<file path="config.mk">
export PLATFORM = sky130hd
export DESIGN_NAME = xc_core
export DESIGN_NICKNAME = d
export VERILOG_FILES = /design/src/xc_pkg.sv /design/src/xc_line_sampler.sv /design/src/xc_lag_window.sv /design/src/xc_correlator.sv /design/src/xc_credit_fifo.sv /design/src/xc_framer.sv /design/src/xc_core.sv
export VERILOG_INCLUDE_DIRS = /design/src /design/src/src
export SDC_FILE = /design/constraint.sdc
export NUM_CORES = 1
export LEC_CHECK = 0
export ABC_CLOCK_PERIOD_IN_PS = 15750
export BUFFER_PORTS_ARGS = -buffer_cell sky130_fd_sc_hd__buf_2
export CAP_MARGIN = 25
export CELL_PAD_IN_SITES_DETAIL_PLACEMENT = 0
export CELL_PAD_IN_SITES_GLOBAL_PLACEMENT = 1
export CORE_MARGIN = 4
export CORE_UTILIZATION = 50
export CTS_BUF_LIST = sky130_fd_sc_hd__clkbuf_8
export DETAILED_ROUTE_END_ITERATION = 7
export PLACE_DENSITY = 0.89
export SYNTH_ARGS = -nofsm -noshare
export SYNTH_HDL_FRONTEND = slang
export SYNTH_HIERARCHICAL = 1
export SYNTH_SLANG_ARGS = --single-unit
</file>
<file path="constraint.sdc">
create_clock -name sysclk -period 15.75 [get_ports sysclk]
set_clock_uncertainty 0.1 [all_clocks]
set_input_delay 3.15 -clock sysclk [delete_from_list [all_inputs] [get_ports sysclk]]
set_output_delay 3.15 -clock sysclk [all_outputs]
set_load 0.01 [all_outputs]
</file>
<file path="src/xc_settings.svh">
// Sizes of the correlator core; XC_COUNT_W must stay 16 (two bytes per word), XC_NUM_LAGS >= 2.
`ifndef XC_SETTINGS_SVH
`define XC_SETTINGS_SVH

// detector lines and lag range.
`define XC_NUM_LINES 4
`define XC_NUM_LAGS 2

// ordered pairs i<=j, must equal n*(n+1)/2.
`define XC_NUM_PAIRS 10

// accepted samples per integration, at least 2.
`define XC_INTEG_SAMPLES 16

// width of one coincidence counter.
`define XC_COUNT_W 16

// credit link depths.
`define XC_WORD_DEPTH 4
`define XC_BYTE_DEPTH 4

// credits held by the external receiver out of reset.
`define XC_OUT_CREDITS 4

// first byte of each frame.
`define XC_FRAME_HEADER 8'hA5

`endif

</file>
<file path="src/xc_pkg.sv">
// Link types of the correlator pipeline; sizes come from xc_settings.svh and need NUM_LAGS >= 2.
`include "xc_settings.svh"

package xc_pkg;

    // one registered sample of all lines.
    typedef struct packed {
        logic [`XC_NUM_LINES-1:0] lines;   // line levels, gated by enable.
        logic                     valid;   // one cycle per accepted sample.
        logic                     last;    // closes the integration.
    } line_sample_t;

    // current vector plus its delayed copies.
    typedef struct packed {
        logic [`XC_NUM_LINES-1:0]                     cur;
        logic [`XC_NUM_LAGS-2:0][`XC_NUM_LINES-1:0]   past;    // past[k-1] is k samples back.
        logic                                         valid;
        logic                                         last;
    } lag_window_t;

    // one counter value on its way to the framer.
    typedef struct packed {
        logic [`XC_COUNT_W-1:0] count;
        logic                   frame_last;   // final word of a result set.
    } result_word_t;

    // one byte of the output stream.
    typedef struct packed {
        logic [7:0] data;
    } link_byte_t;

endpackage

</file>
<file path="src/xc_line_sampler.sv">
// Samples the lines on smp_en while enable is high; smp_en must be synchronous to sysclk.
`timescale 1ns/100ps
`include "xc_settings.svh"

module xc_line_sampler (
    input  logic                     sysclk,
    input  logic                     arst_n,
    input  logic [`XC_NUM_LINES-1:0] line_in,
    input  logic                     smp_en,
    input  logic                     enable,
    output xc_pkg::line_sample_t     sample
);

    localparam int CNT_W = $clog2(`XC_INTEG_SAMPLES);

    logic                     take;
    logic [CNT_W-1:0]         smp_cnt_q;
    logic [`XC_NUM_LINES-1:0] lines_q;
    logic                     valid_q;
    logic                     last_q;

    assign take = smp_en & enable;   // disabled strobes are dropped.

    // count accepted samples, flag the closing one.
    always_ff @(posedge sysclk or negedge arst_n) begin
        if (!arst_n) begin
            smp_cnt_q <= '0;
            valid_q   <= 1'b0;
            last_q    <= 1'b0;
        end else begin
            valid_q <= take;
            if (take) begin
                if (smp_cnt_q == CNT_W'(`XC_INTEG_SAMPLES - 1)) begin
                    smp_cnt_q <= '0;   // next integration.
                    last_q    <= 1'b1;
                end else begin
                    smp_cnt_q <= smp_cnt_q + 1'b1;
                    last_q    <= 1'b0;
                end
            end
        end
    end

    always_ff @(posedge sysclk) begin
        if (take)
            lines_q <= line_in;   // line levels.
    end

    assign sample.lines = lines_q;
    assign sample.valid = valid_q;
    assign sample.last  = last_q & valid_q;   // last only with its sample.

endmodule

</file>
<file path="src/xc_lag_window.sv">
// Lag history of the accepted samples; starts from zero after reset and runs across integrations.
`timescale 1ns/100ps
`include "xc_settings.svh"

module xc_lag_window (
    input  logic                 sysclk,
    input  logic                 arst_n,
    input  xc_pkg::line_sample_t sample,
    output xc_pkg::lag_window_t  window
);

    localparam int N = `XC_NUM_LINES;
    localparam int HIST = `XC_NUM_LAGS - 1;

    logic [N-1:0]            cur_q;
    logic [HIST-1:0][N-1:0]  hist_q;    // hist_q[k-1] is k samples behind cur_q.
    logic                    valid_q;
    logic                    last_q;

    always_ff @(posedge sysclk or negedge arst_n) begin
        if (!arst_n) begin
            cur_q   <= '0;
            hist_q  <= '0;
            valid_q <= 1'b0;
            last_q  <= 1'b0;
        end else begin
            valid_q <= sample.valid;
            last_q  <= sample.last;
            if (sample.valid) begin
                cur_q     <= sample.lines;
                hist_q[0] <= cur_q;   // previous sample moves back one lag.
                for (int k = 1; k < HIST; k++) begin
                    hist_q[k] <= hist_q[k-1];
                end
            end
        end
    end

    assign window.cur   = cur_q;
    assign window.past  = hist_q;
    assign window.valid = valid_q;
    assign window.last  = last_q;

endmodule

</file>
<file path="src/xc_correlator.sv">
// Pair/lag coincidence counters with one shadow bank; a result ending during readout is lost.
`timescale 1ns/100ps
`include "xc_settings.svh"

module xc_correlator (
    input  logic                 sysclk,
    input  logic                 arst_n,
    input  xc_pkg::lag_window_t  window,
    output logic                 word_valid,
    output xc_pkg::result_word_t word,
    input  logic                 word_credit,
    output logic                 overrun
);

    localparam int N     = `XC_NUM_LINES;
    localparam int LAGS  = `XC_NUM_LAGS;
    localparam int WORDS = `XC_NUM_PAIRS * `XC_NUM_LAGS;
    localparam int CNT_W = `XC_COUNT_W;
    localparam int IDX_W = $clog2(WORDS);
    localparam int CRD_W = $clog2(`XC_WORD_DEPTH + 1);

    logic [LAGS-1:0][N-1:0] lag_vec;    // lag_vec[k] is k samples back.
    logic [WORDS-1:0]       hit;
    logic [CNT_W-1:0]       cnt_q [WORDS];
    logic [CNT_W-1:0]       shadow_q [WORDS];
    logic                   closing;
    logic                   load;
    logic                   send;
    logic                   frame_end;
    logic                   busy_q;
    logic [IDX_W-1:0]       rd_idx_q;
    logic [CRD_W-1:0]       credit_q;
    logic                   word_valid_q;
    logic                   overrun_q;
    xc_pkg::result_word_t   word_q;

    assign lag_vec[0] = window.cur;
    for (genvar k = 1; k < LAGS; k++) begin : g_past
        assign lag_vec[k] = window.past[k-1];
    end

    // word index is pair-major, lag-minor.
    for (genvar i = 0; i < N; i++) begin : g_li
        for (genvar j = i; j < N; j++) begin : g_lj
            localparam int P = i * N - (i * (i - 1)) / 2 + (j - i);
            for (genvar k = 0; k < LAGS; k++) begin : g_lag
                assign hit[P*LAGS + k] = window.cur[i] & lag_vec[k][j];
            end
        end
    end

    assign closing   = window.valid & window.last;
    assign load      = closing & ~busy_q;           // shadow free, take the result.
    assign send      = busy_q && (credit_q != '0);
    assign frame_end = (rd_idx_q == IDX_W'(WORDS - 1));

    // live counters, restart after the closing sample.
    always_ff @(posedge sysclk or negedge arst_n) begin
        if (!arst_n) begin
            for (int n = 0; n < WORDS; n++) begin
                cnt_q[n] <= '0;
            end
        end else if (window.valid) begin
            for (int n = 0; n < WORDS; n++) begin
                if (window.last)
                    cnt_q[n] <= '0;
                else
                    cnt_q[n] <= cnt_q[n] + {{(CNT_W-1){1'b0}}, hit[n]};
            end
        end
    end

    // shadow bank includes the closing sample.
    always_ff @(posedge sysclk) begin
        if (load) begin
            for (int n = 0; n < WORDS; n++) begin
                shadow_q[n] <= cnt_q[n] + {{(CNT_W-1){1'b0}}, hit[n]};
            end
        end
    end

    // readout sequencing and credits.
    always_ff @(posedge sysclk or negedge arst_n) begin
        if (!arst_n) begin
            busy_q       <= 1'b0;
            rd_idx_q     <= '0;
            credit_q     <= CRD_W'(`XC_WORD_DEPTH);
            word_valid_q <= 1'b0;
            overrun_q    <= 1'b0;
        end else begin
            word_valid_q <= send;
            if (send) begin
                if (frame_end) begin
                    busy_q   <= 1'b0;
                    rd_idx_q <= '0;
                end else begin
                    rd_idx_q <= rd_idx_q + 1'b1;
                end
            end
            if (load)
                busy_q <= 1'b1;
            if (closing && busy_q)
                overrun_q <= 1'b1;   // sticky.
            case ({send, word_credit})
                2'b10:   credit_q <= credit_q - 1'b1;
                2'b01:   credit_q <= credit_q + 1'b1;
                default: ;
            endcase
        end
    end

    always_ff @(posedge sysclk) begin
        if (send) begin
            word_q.count      <= shadow_q[rd_idx_q];
            word_q.frame_last <= frame_end;
        end
    end

    assign word_valid = word_valid_q;
    assign word       = word_q;
    assign overrun    = overrun_q;

endmodule

</file>
<file path="src/xc_credit_fifo.sv">
// Credit-fed FIFO; the sender must hold depth credits, so a push always finds room.
`timescale 1ns/100ps

module xc_credit_fifo #(
    parameter type payload_t    = logic,
    parameter int  depth        = 4,
    parameter int  init_credits = depth
) (
    input  logic     sysclk,
    input  logic     arst_n,
    input  logic     in_valid,
    input  payload_t in_data,
    output logic     in_credit,
    output logic     out_valid,
    output payload_t out_data,
    input  logic     out_credit
);

    localparam int PTR_W = (depth > 1) ? $clog2(depth) : 1;
    localparam int CNT_W = $clog2(depth + 1);
    localparam int CRD_W = $clog2(init_credits + 1);

    payload_t         mem [depth];
    logic [PTR_W-1:0] wr_ptr_q;
    logic [PTR_W-1:0] rd_ptr_q;
    logic [CNT_W-1:0] count_q;
    logic [CRD_W-1:0] credit_q;    // downstream credits.
    logic             pop;
    logic             in_credit_q;

    assign pop       = (count_q != '0) && (credit_q != '0);
    assign out_valid = pop;                 // head shown the cycle after its write.
    assign out_data  = mem[rd_ptr_q];
    assign in_credit = in_credit_q;

    always_ff @(posedge sysclk) begin
        if (in_valid)
            mem[wr_ptr_q] <= in_data;
    end

    always_ff @(posedge sysclk or negedge arst_n) begin
        if (!arst_n) begin
            wr_ptr_q    <= '0;
            rd_ptr_q    <= '0;
            count_q     <= '0;
            credit_q    <= CRD_W'(init_credits);
            in_credit_q <= 1'b0;
        end else begin
            in_credit_q <= pop;   // freed slot goes back upstream.
            if (in_valid)
                wr_ptr_q <= (wr_ptr_q == PTR_W'(depth - 1)) ? '0 : wr_ptr_q + 1'b1;
            if (pop)
                rd_ptr_q <= (rd_ptr_q == PTR_W'(depth - 1)) ? '0 : rd_ptr_q + 1'b1;
            case ({in_valid, pop})
                2'b10:   count_q <= count_q + 1'b1;
                2'b01:   count_q <= count_q - 1'b1;
                default: ;
            endcase
            case ({pop, out_credit})
                2'b10:   credit_q <= credit_q - 1'b1;
                2'b01:   credit_q <= credit_q + 1'b1;
                default: ;
            endcase
        end
    end

endmodule

</file>
<file path="src/xc_framer.sv">
// Frames result words as header, two bytes per word, XOR checksum; holds one word at a time.
`timescale 1ns/100ps
`include "xc_settings.svh"

module xc_framer (
    input  logic                 sysclk,
    input  logic                 arst_n,
    input  logic                 word_valid,
    input  xc_pkg::result_word_t word,
    output logic                 word_credit,
    output logic                 byte_valid,
    output xc_pkg::link_byte_t   byte_out,
    input  logic                 byte_credit
);

    localparam int CRD_W = $clog2(`XC_BYTE_DEPTH + 1);

    typedef enum logic [2:0] {
        S_IDLE,
        S_HDR,
        S_HI,
        S_LO,
        S_CSUM
    } state_t;

    state_t               state_q;
    logic                 sof_q;         // next word opens a frame.
    logic                 have_word_q;
    logic [7:0]           csum_q;
    logic [CRD_W-1:0]     credit_q;
    logic                 byte_valid_q;
    logic                 word_credit_q;
    logic                 emit;
    logic [7:0]           tx_data;
    xc_pkg::result_word_t hold_q;
    xc_pkg::link_byte_t   byte_q;

    assign emit = (state_q != S_IDLE) && (credit_q != '0);

    always_comb begin
        case (state_q)
            S_HDR:   tx_data = `XC_FRAME_HEADER;
            S_HI:    tx_data = hold_q.count[15:8];   // msb first.
            S_LO:    tx_data = hold_q.count[7:0];
            default: tx_data = csum_q;
        endcase
    end

    always_ff @(posedge sysclk or negedge arst_n) begin
        if (!arst_n) begin
            state_q       <= S_IDLE;
            sof_q         <= 1'b1;
            have_word_q   <= 1'b0;
            csum_q        <= '0;
            credit_q      <= CRD_W'(`XC_BYTE_DEPTH);
            byte_valid_q  <= 1'b0;
            word_credit_q <= 1'b0;
        end else begin
            byte_valid_q  <= emit;
            word_credit_q <= 1'b0;
            if (emit) begin
                case (state_q)
                    S_HDR: begin
                        csum_q  <= '0;   // header not in checksum.
                        state_q <= S_HI;
                    end
                    S_HI: begin
                        csum_q  <= csum_q ^ tx_data;
                        state_q <= S_LO;
                    end
                    S_LO: begin
                        csum_q        <= csum_q ^ tx_data;
                        have_word_q   <= 1'b0;
                        word_credit_q <= 1'b1;   // word slot free again.
                        state_q       <= hold_q.frame_last ? S_CSUM : S_IDLE;
                    end
                    default: begin
                        sof_q   <= 1'b1;   // checksum closes the frame.
                        state_q <= S_IDLE;
                    end
                endcase
            end else if (state_q == S_IDLE && have_word_q) begin
                state_q <= sof_q ? S_HDR : S_HI;
                sof_q   <= 1'b0;
            end
            if (word_valid)
                have_word_q <= 1'b1;
            case ({emit, byte_credit})
                2'b10:   credit_q <= credit_q - 1'b1;
                2'b01:   credit_q <= credit_q + 1'b1;
                default: ;
            endcase
        end
    end

    always_ff @(posedge sysclk) begin
        if (word_valid)
            hold_q <= word;
        if (emit)
            byte_q.data <= tx_data;
    end

    assign word_credit = word_credit_q;
    assign byte_valid  = byte_valid_q;
    assign byte_out    = byte_q;

endmodule

</file>
<file path="src/xc_core.sv">
// Correlator core top; smp_en and enable are synchronous to sysclk, out_credit returns one byte each.
`timescale 1ns/100ps
`include "xc_settings.svh"

module xc_core (
    input  logic                     sysclk,
    input  logic                     arst_n,
    input  logic [`XC_NUM_LINES-1:0] line_in,
    input  logic                     smp_en,
    input  logic                     enable,
    output logic                     out_valid,
    output xc_pkg::link_byte_t       out_byte,
    input  logic                     out_credit,
    output logic                     overrun
);

    xc_pkg::line_sample_t sample;
    xc_pkg::lag_window_t  window;
    logic                 cw_valid;     // correlator to word FIFO.
    xc_pkg::result_word_t cw_word;
    logic                 cw_credit;
    logic                 wf_valid;     // word FIFO to framer.
    xc_pkg::result_word_t wf_word;
    logic                 wf_credit;
    logic                 fb_valid;     // framer to byte FIFO.
    xc_pkg::link_byte_t   fb_byte;
    logic                 fb_credit;

    xc_line_sampler i_sampler (
        .sysclk (sysclk),
        .arst_n (arst_n),
        .line_in(line_in),
        .smp_en (smp_en),
        .enable (enable),
        .sample (sample)
    );

    xc_lag_window i_lag_window (
        .sysclk(sysclk),
        .arst_n(arst_n),
        .sample(sample),
        .window(window)
    );

    xc_correlator i_correlator (
        .sysclk     (sysclk),
        .arst_n     (arst_n),
        .window     (window),
        .word_valid (cw_valid),
        .word       (cw_word),
        .word_credit(cw_credit),
        .overrun    (overrun)
    );

    // framer holds a single word, so one credit downstream.
    xc_credit_fifo #(
        .payload_t   (xc_pkg::result_word_t),
        .depth       (`XC_WORD_DEPTH),
        .init_credits(1)
    ) i_word_fifo (
        .sysclk    (sysclk),
        .arst_n    (arst_n),
        .in_valid  (cw_valid),
        .in_data   (cw_word),
        .in_credit (cw_credit),
        .out_valid (wf_valid),
        .out_data  (wf_word),
        .out_credit(wf_credit)
    );

    xc_framer i_framer (
        .sysclk     (sysclk),
        .arst_n     (arst_n),
        .word_valid (wf_valid),
        .word       (wf_word),
        .word_credit(wf_credit),
        .byte_valid (fb_valid),
        .byte_out   (fb_byte),
        .byte_credit(fb_credit)
    );

    xc_credit_fifo #(
        .payload_t   (xc_pkg::link_byte_t),
        .depth       (`XC_BYTE_DEPTH),
        .init_credits(`XC_OUT_CREDITS)
    ) i_byte_fifo (
        .sysclk    (sysclk),
        .arst_n    (arst_n),
        .in_valid  (fb_valid),
        .in_data   (fb_byte),
        .in_credit (fb_credit),
        .out_valid (out_valid),
        .out_data  (out_byte),
        .out_credit(out_credit)
    );

endmodule

</file>
==> metrics.log <==
[metrics] status: finished, final reports clean
[metrics] reg-to-reg slack, setup: about 12 ns
[metrics] largest fanout on the critical path: 11
[metrics] detailed-routing iteration count for the pre-antenna-repair pass: 6
[metrics] number of distinct library cell variants in the gate-level netlist after synthesis: between 80 and 90
[metrics] total of cells resized after clock tree synthesis: 0
[metrics] Final TNS setup: 0 ns
[metrics] commonest non-fill, non-tap cell in the layout: edfxtp_1
[metrics] Filler Cells Inserted: 6567
[metrics] type of destination of the critical path: output pin
[metrics] leakage power total: roughly 16 nW
[metrics] worst hold start: i_framer/word_credit
[metrics] area grow syn2layout: 8.06%
[metrics] number of nets with antenna violations after detailed routing: 0
[metrics] synth warn: 6
[metrics] detailed placement HPWL: 56900 um
[metrics] worst min-delay path endpoint: i_word_fifo/credit_q
[metrics] layout cells sized above 1: between 10% and 20%
[metrics] global-route wire length before repair: ~150000 um
[metrics] worst reg-to-reg path cell count: 4
[metrics] wire length per cell: 20.5 um
[metrics] sequential cell area: approximately 24000 sq um
[metrics] number of flops mapped to enable cells by yosys: roughly 470
[metrics] crit path DAT: 2.17 ns
[metrics] post-CTS setup buffer count: 0
[metrics] initial antenna violation count: 1
[metrics] largest net degree at the start of global routing: 190
[metrics] power density over the cells: 107 nW/um^2
[metrics] reg2reg start: i_lag_window/valid_q
[metrics] sequential area share after synthesis: 57.4%
[metrics] Final nets: 3357
[metrics] Maximum Capacitance Violations: 0
[metrics] highest ir drop seen on vdd: roughly 0.073 mV
[metrics] depth of the worst hold-timing path: 1
[metrics] gate count of the mapped netlist: around 3300
[metrics] routed vias/inst: 6.06
[metrics] Inserted Clock Buffers: 139
[metrics] met3 demand-to-capacity share in global routing: 3.36%
[metrics] global-route layer with the greatest usage: met2
[metrics] global routing usage on met2: between 30% and 40%
[metrics] fmax: between 0.15 and 0.2 GHz
[metrics] CTS tree: built
[metrics] met1 GRT Util: a little under a third
[metrics] GRT Overall Usage: 21.2%
[metrics] asr flop ratio synth: 45.2%
[metrics] most used flip-flop cell after synthesis: edfxtp_1
[metrics] number of global-route vias before repair: 26200
[metrics] number of levels in the clock H-tree: 4
[metrics] synthesized area per cell: 12.3 sq um
[metrics] final instance count without filler cells: 4460
[metrics] routability congestion estimate: 0.807
[metrics] number of max-slew violations in the final report: 0
[metrics] PortBufs: 18
[metrics] Req. time, crit path: 12.50 ns
[metrics] DRC Markers: 0
[metrics] total length of routed wires: 91500 um
[metrics] area enclosed by the die boundary: 86900 sq um
[metrics] type of the worst setup path: flip-flop to output pin
[metrics] relative slew slack: 27.6%
[metrics] Placeable Area: 81100 sq um
[metrics] setup repair after global routing missed its margin: false
[metrics] Placed Instance Area: around 42000 sq um
[metrics] Max Buffers Root-to-Sink: 3
[metrics] Final Cycle Share: between 30 and 40%
[metrics] post-route worst hold slack: between 0.3 and 0.4 ns
[metrics] CTS hold repair buffers: 0
[metrics] time the worst path needs with I/O delays and setup: 5.42 ns
[metrics] I/O pins: 19
[metrics] starting density of the core: 50.8%
[metrics] Design Area, Final: 44500 sq um
[metrics] synthesized netlist net count: 3408
[metrics] Yosys reg bits: 851
[metrics] clock sink total: about 850
[metrics] Core Rows: 104
[metrics] total via count in the routed design: 27000
[metrics] actual slew at the worst max-slew pin: around 1.1 ns
[metrics] Multi-input gate area: about 16000 sq um
[metrics] Root Buffer: clkbuf_8
[metrics] total global routing overflow: 0
[metrics] Hold Fails Final Rpt: 0
[metrics] Iter 0 DRT Violations: 2469
[metrics] Die Span Y: 295 um
[metrics] path category of the worst min-delay check: flip-flop to flip-flop
[metrics] Cell Count Post-Placement: 4203
[metrics] latest clock arrival within the worst-skew pair: ~0.77 ns
[metrics] Setup violations, final: 0
[metrics] most used cells in the layout excluding fill and tap cells: 466 x edfxtp_1, 376 x dfrtp_1, 260 x nand2_1, 207 x xnor2_1, 202 x o21ai_0
[metrics] startpoint kind of the worst setup timing path: flip-flop
[metrics] terminus of the critical flop-to-flop path: i_correlator/shadow_q[10][12]
[metrics] netlist area before placement: approximately 41000 sq um
[metrics] die span in x: 295 um
[metrics] CTS clk-pin slew, worst paths: 0.06 ns
## critical path, stage by stage (launching register included)
cell and delay [ns]:
dfrtp_1 0.69, mux4_2 0.57, buf_2 0.15
## synth_stat cells (57+ instances only)
cell / instances / area [sq um]
inv_1: 71 / 267
nand3_1: 106 / 531
mux4_2: 65 / 1460
o21ai_0: 202 / 1010
and3_1: 60 / 375
dfrtp_1: 380 / 9510
mux2i_1: 66 / 661
ha_1: 57 / 713
nor2_1: 137 / 514
and2_1: 63 / 394
and4_1: 61 / 534
edfxtp_1: 466 / 14000
nand2_1: 260 / 976
a22o_1: 103 / 902
o31ai_1: 90 / 676
buf_2: 75 / 375
clkbuf_1: 127 / 477
xor2_1: 102 / 893
xnor2_1: 207 / 1810
## layout make-up
class / instances / share of cell area (%)
clock inverter: 101 / 1.18
antenna: 1 / 0.00563
tap: 1060 / 2.98
clock buffer: 153 / 4.74
multi-input combinational: 2179 / 36.4
inverter: 72 / 0.622
sequential: 851 / 53.2
timing repair buffer: 43 / 0.867
## per-stage QoR
| stage | power (mW) | utilization, % | setup slack, ns |
|---|---|---|---|
| 6_report | 4.74 | 54.8 | 10.33 |
| 5_1_grt | 4.96 | 54.8 | 10.16 |
| 4_1_cts | 4.79 | 54.8 | 10.24 |
| 3_5_place_dp | 2.96 | 51.5 | 9.95 |
| 3_3_place_gp | 2.93 | 51.5 | 9.85 |
| 2_1_floorplan | 2.84 | - | 0.368 |
## sequential cells by signal, summed over array words and instances, names as in the netlist, 5 cells and up
name / count
i_correlator/shadow_q: 320
i_framer/hold_q: 17
i_byte_fifo/mem: 32
i_framer/csum_q: 8
i_word_fifo/mem: 68
i_correlator/rd_idx_q: 5
i_framer/byte_out: 8
i_correlator/cnt_q: 320
i_correlator/word: 17
## report_power, final
group	internal, mW	total (mW)	switching [mW]
Combinational	0.153	0.337	0.183
Sequential	2.46	2.58	0.119
Clock	0.958	1.82	0.865
Total	3.57	4.74	1.17
## logic make-up (layout without fill, tap and decap cells)
group                    count (synthesis)  count (layout)  share of synthesized area [%]
AND/OR/NAND/NOR                        937             937                           12.3
flip-flops                             851             851                           57.4
AO/OA/AOI/OAI                          714             714                           12.1
XOR/XNOR                               309             309                           6.58
buffers and inverters                  307             369                           3.27
multiplexers                           157             157                           6.29
adder cells (fa/ha/maj)                 62              62                           1.98
other                                    0               1                              0
## layer usage
metal	wire, um	up-vias
li1	-	12500
met1	41100	13500
met2	43000	840
met3	5370	131
met4	1970	0
met5	0	-
## worst max path at each step
stage | start | end | slack (ns) | cells after the start
after floorplan | i_lag_window/last_q | i_correlator/shadow_q[0][0] | 0.37 | 5
after global placement | arst_n | i_correlator/rd_idx_q[0] | 9.85 | 3
after detailed placement | arst_n | i_lag_window/last_q | 9.95 | 3
after CTS | i_byte_fifo/rd_ptr_q[0] | out_byte[3] | 10.24 | 2
after global routing | i_byte_fifo/rd_ptr_q[0] | out_byte[6] | 10.16 | 2
final | i_byte_fifo/rd_ptr_q[0] | out_byte[4] | 10.33 | 2
Note: power is estimated with default switching activity, not from simulation.
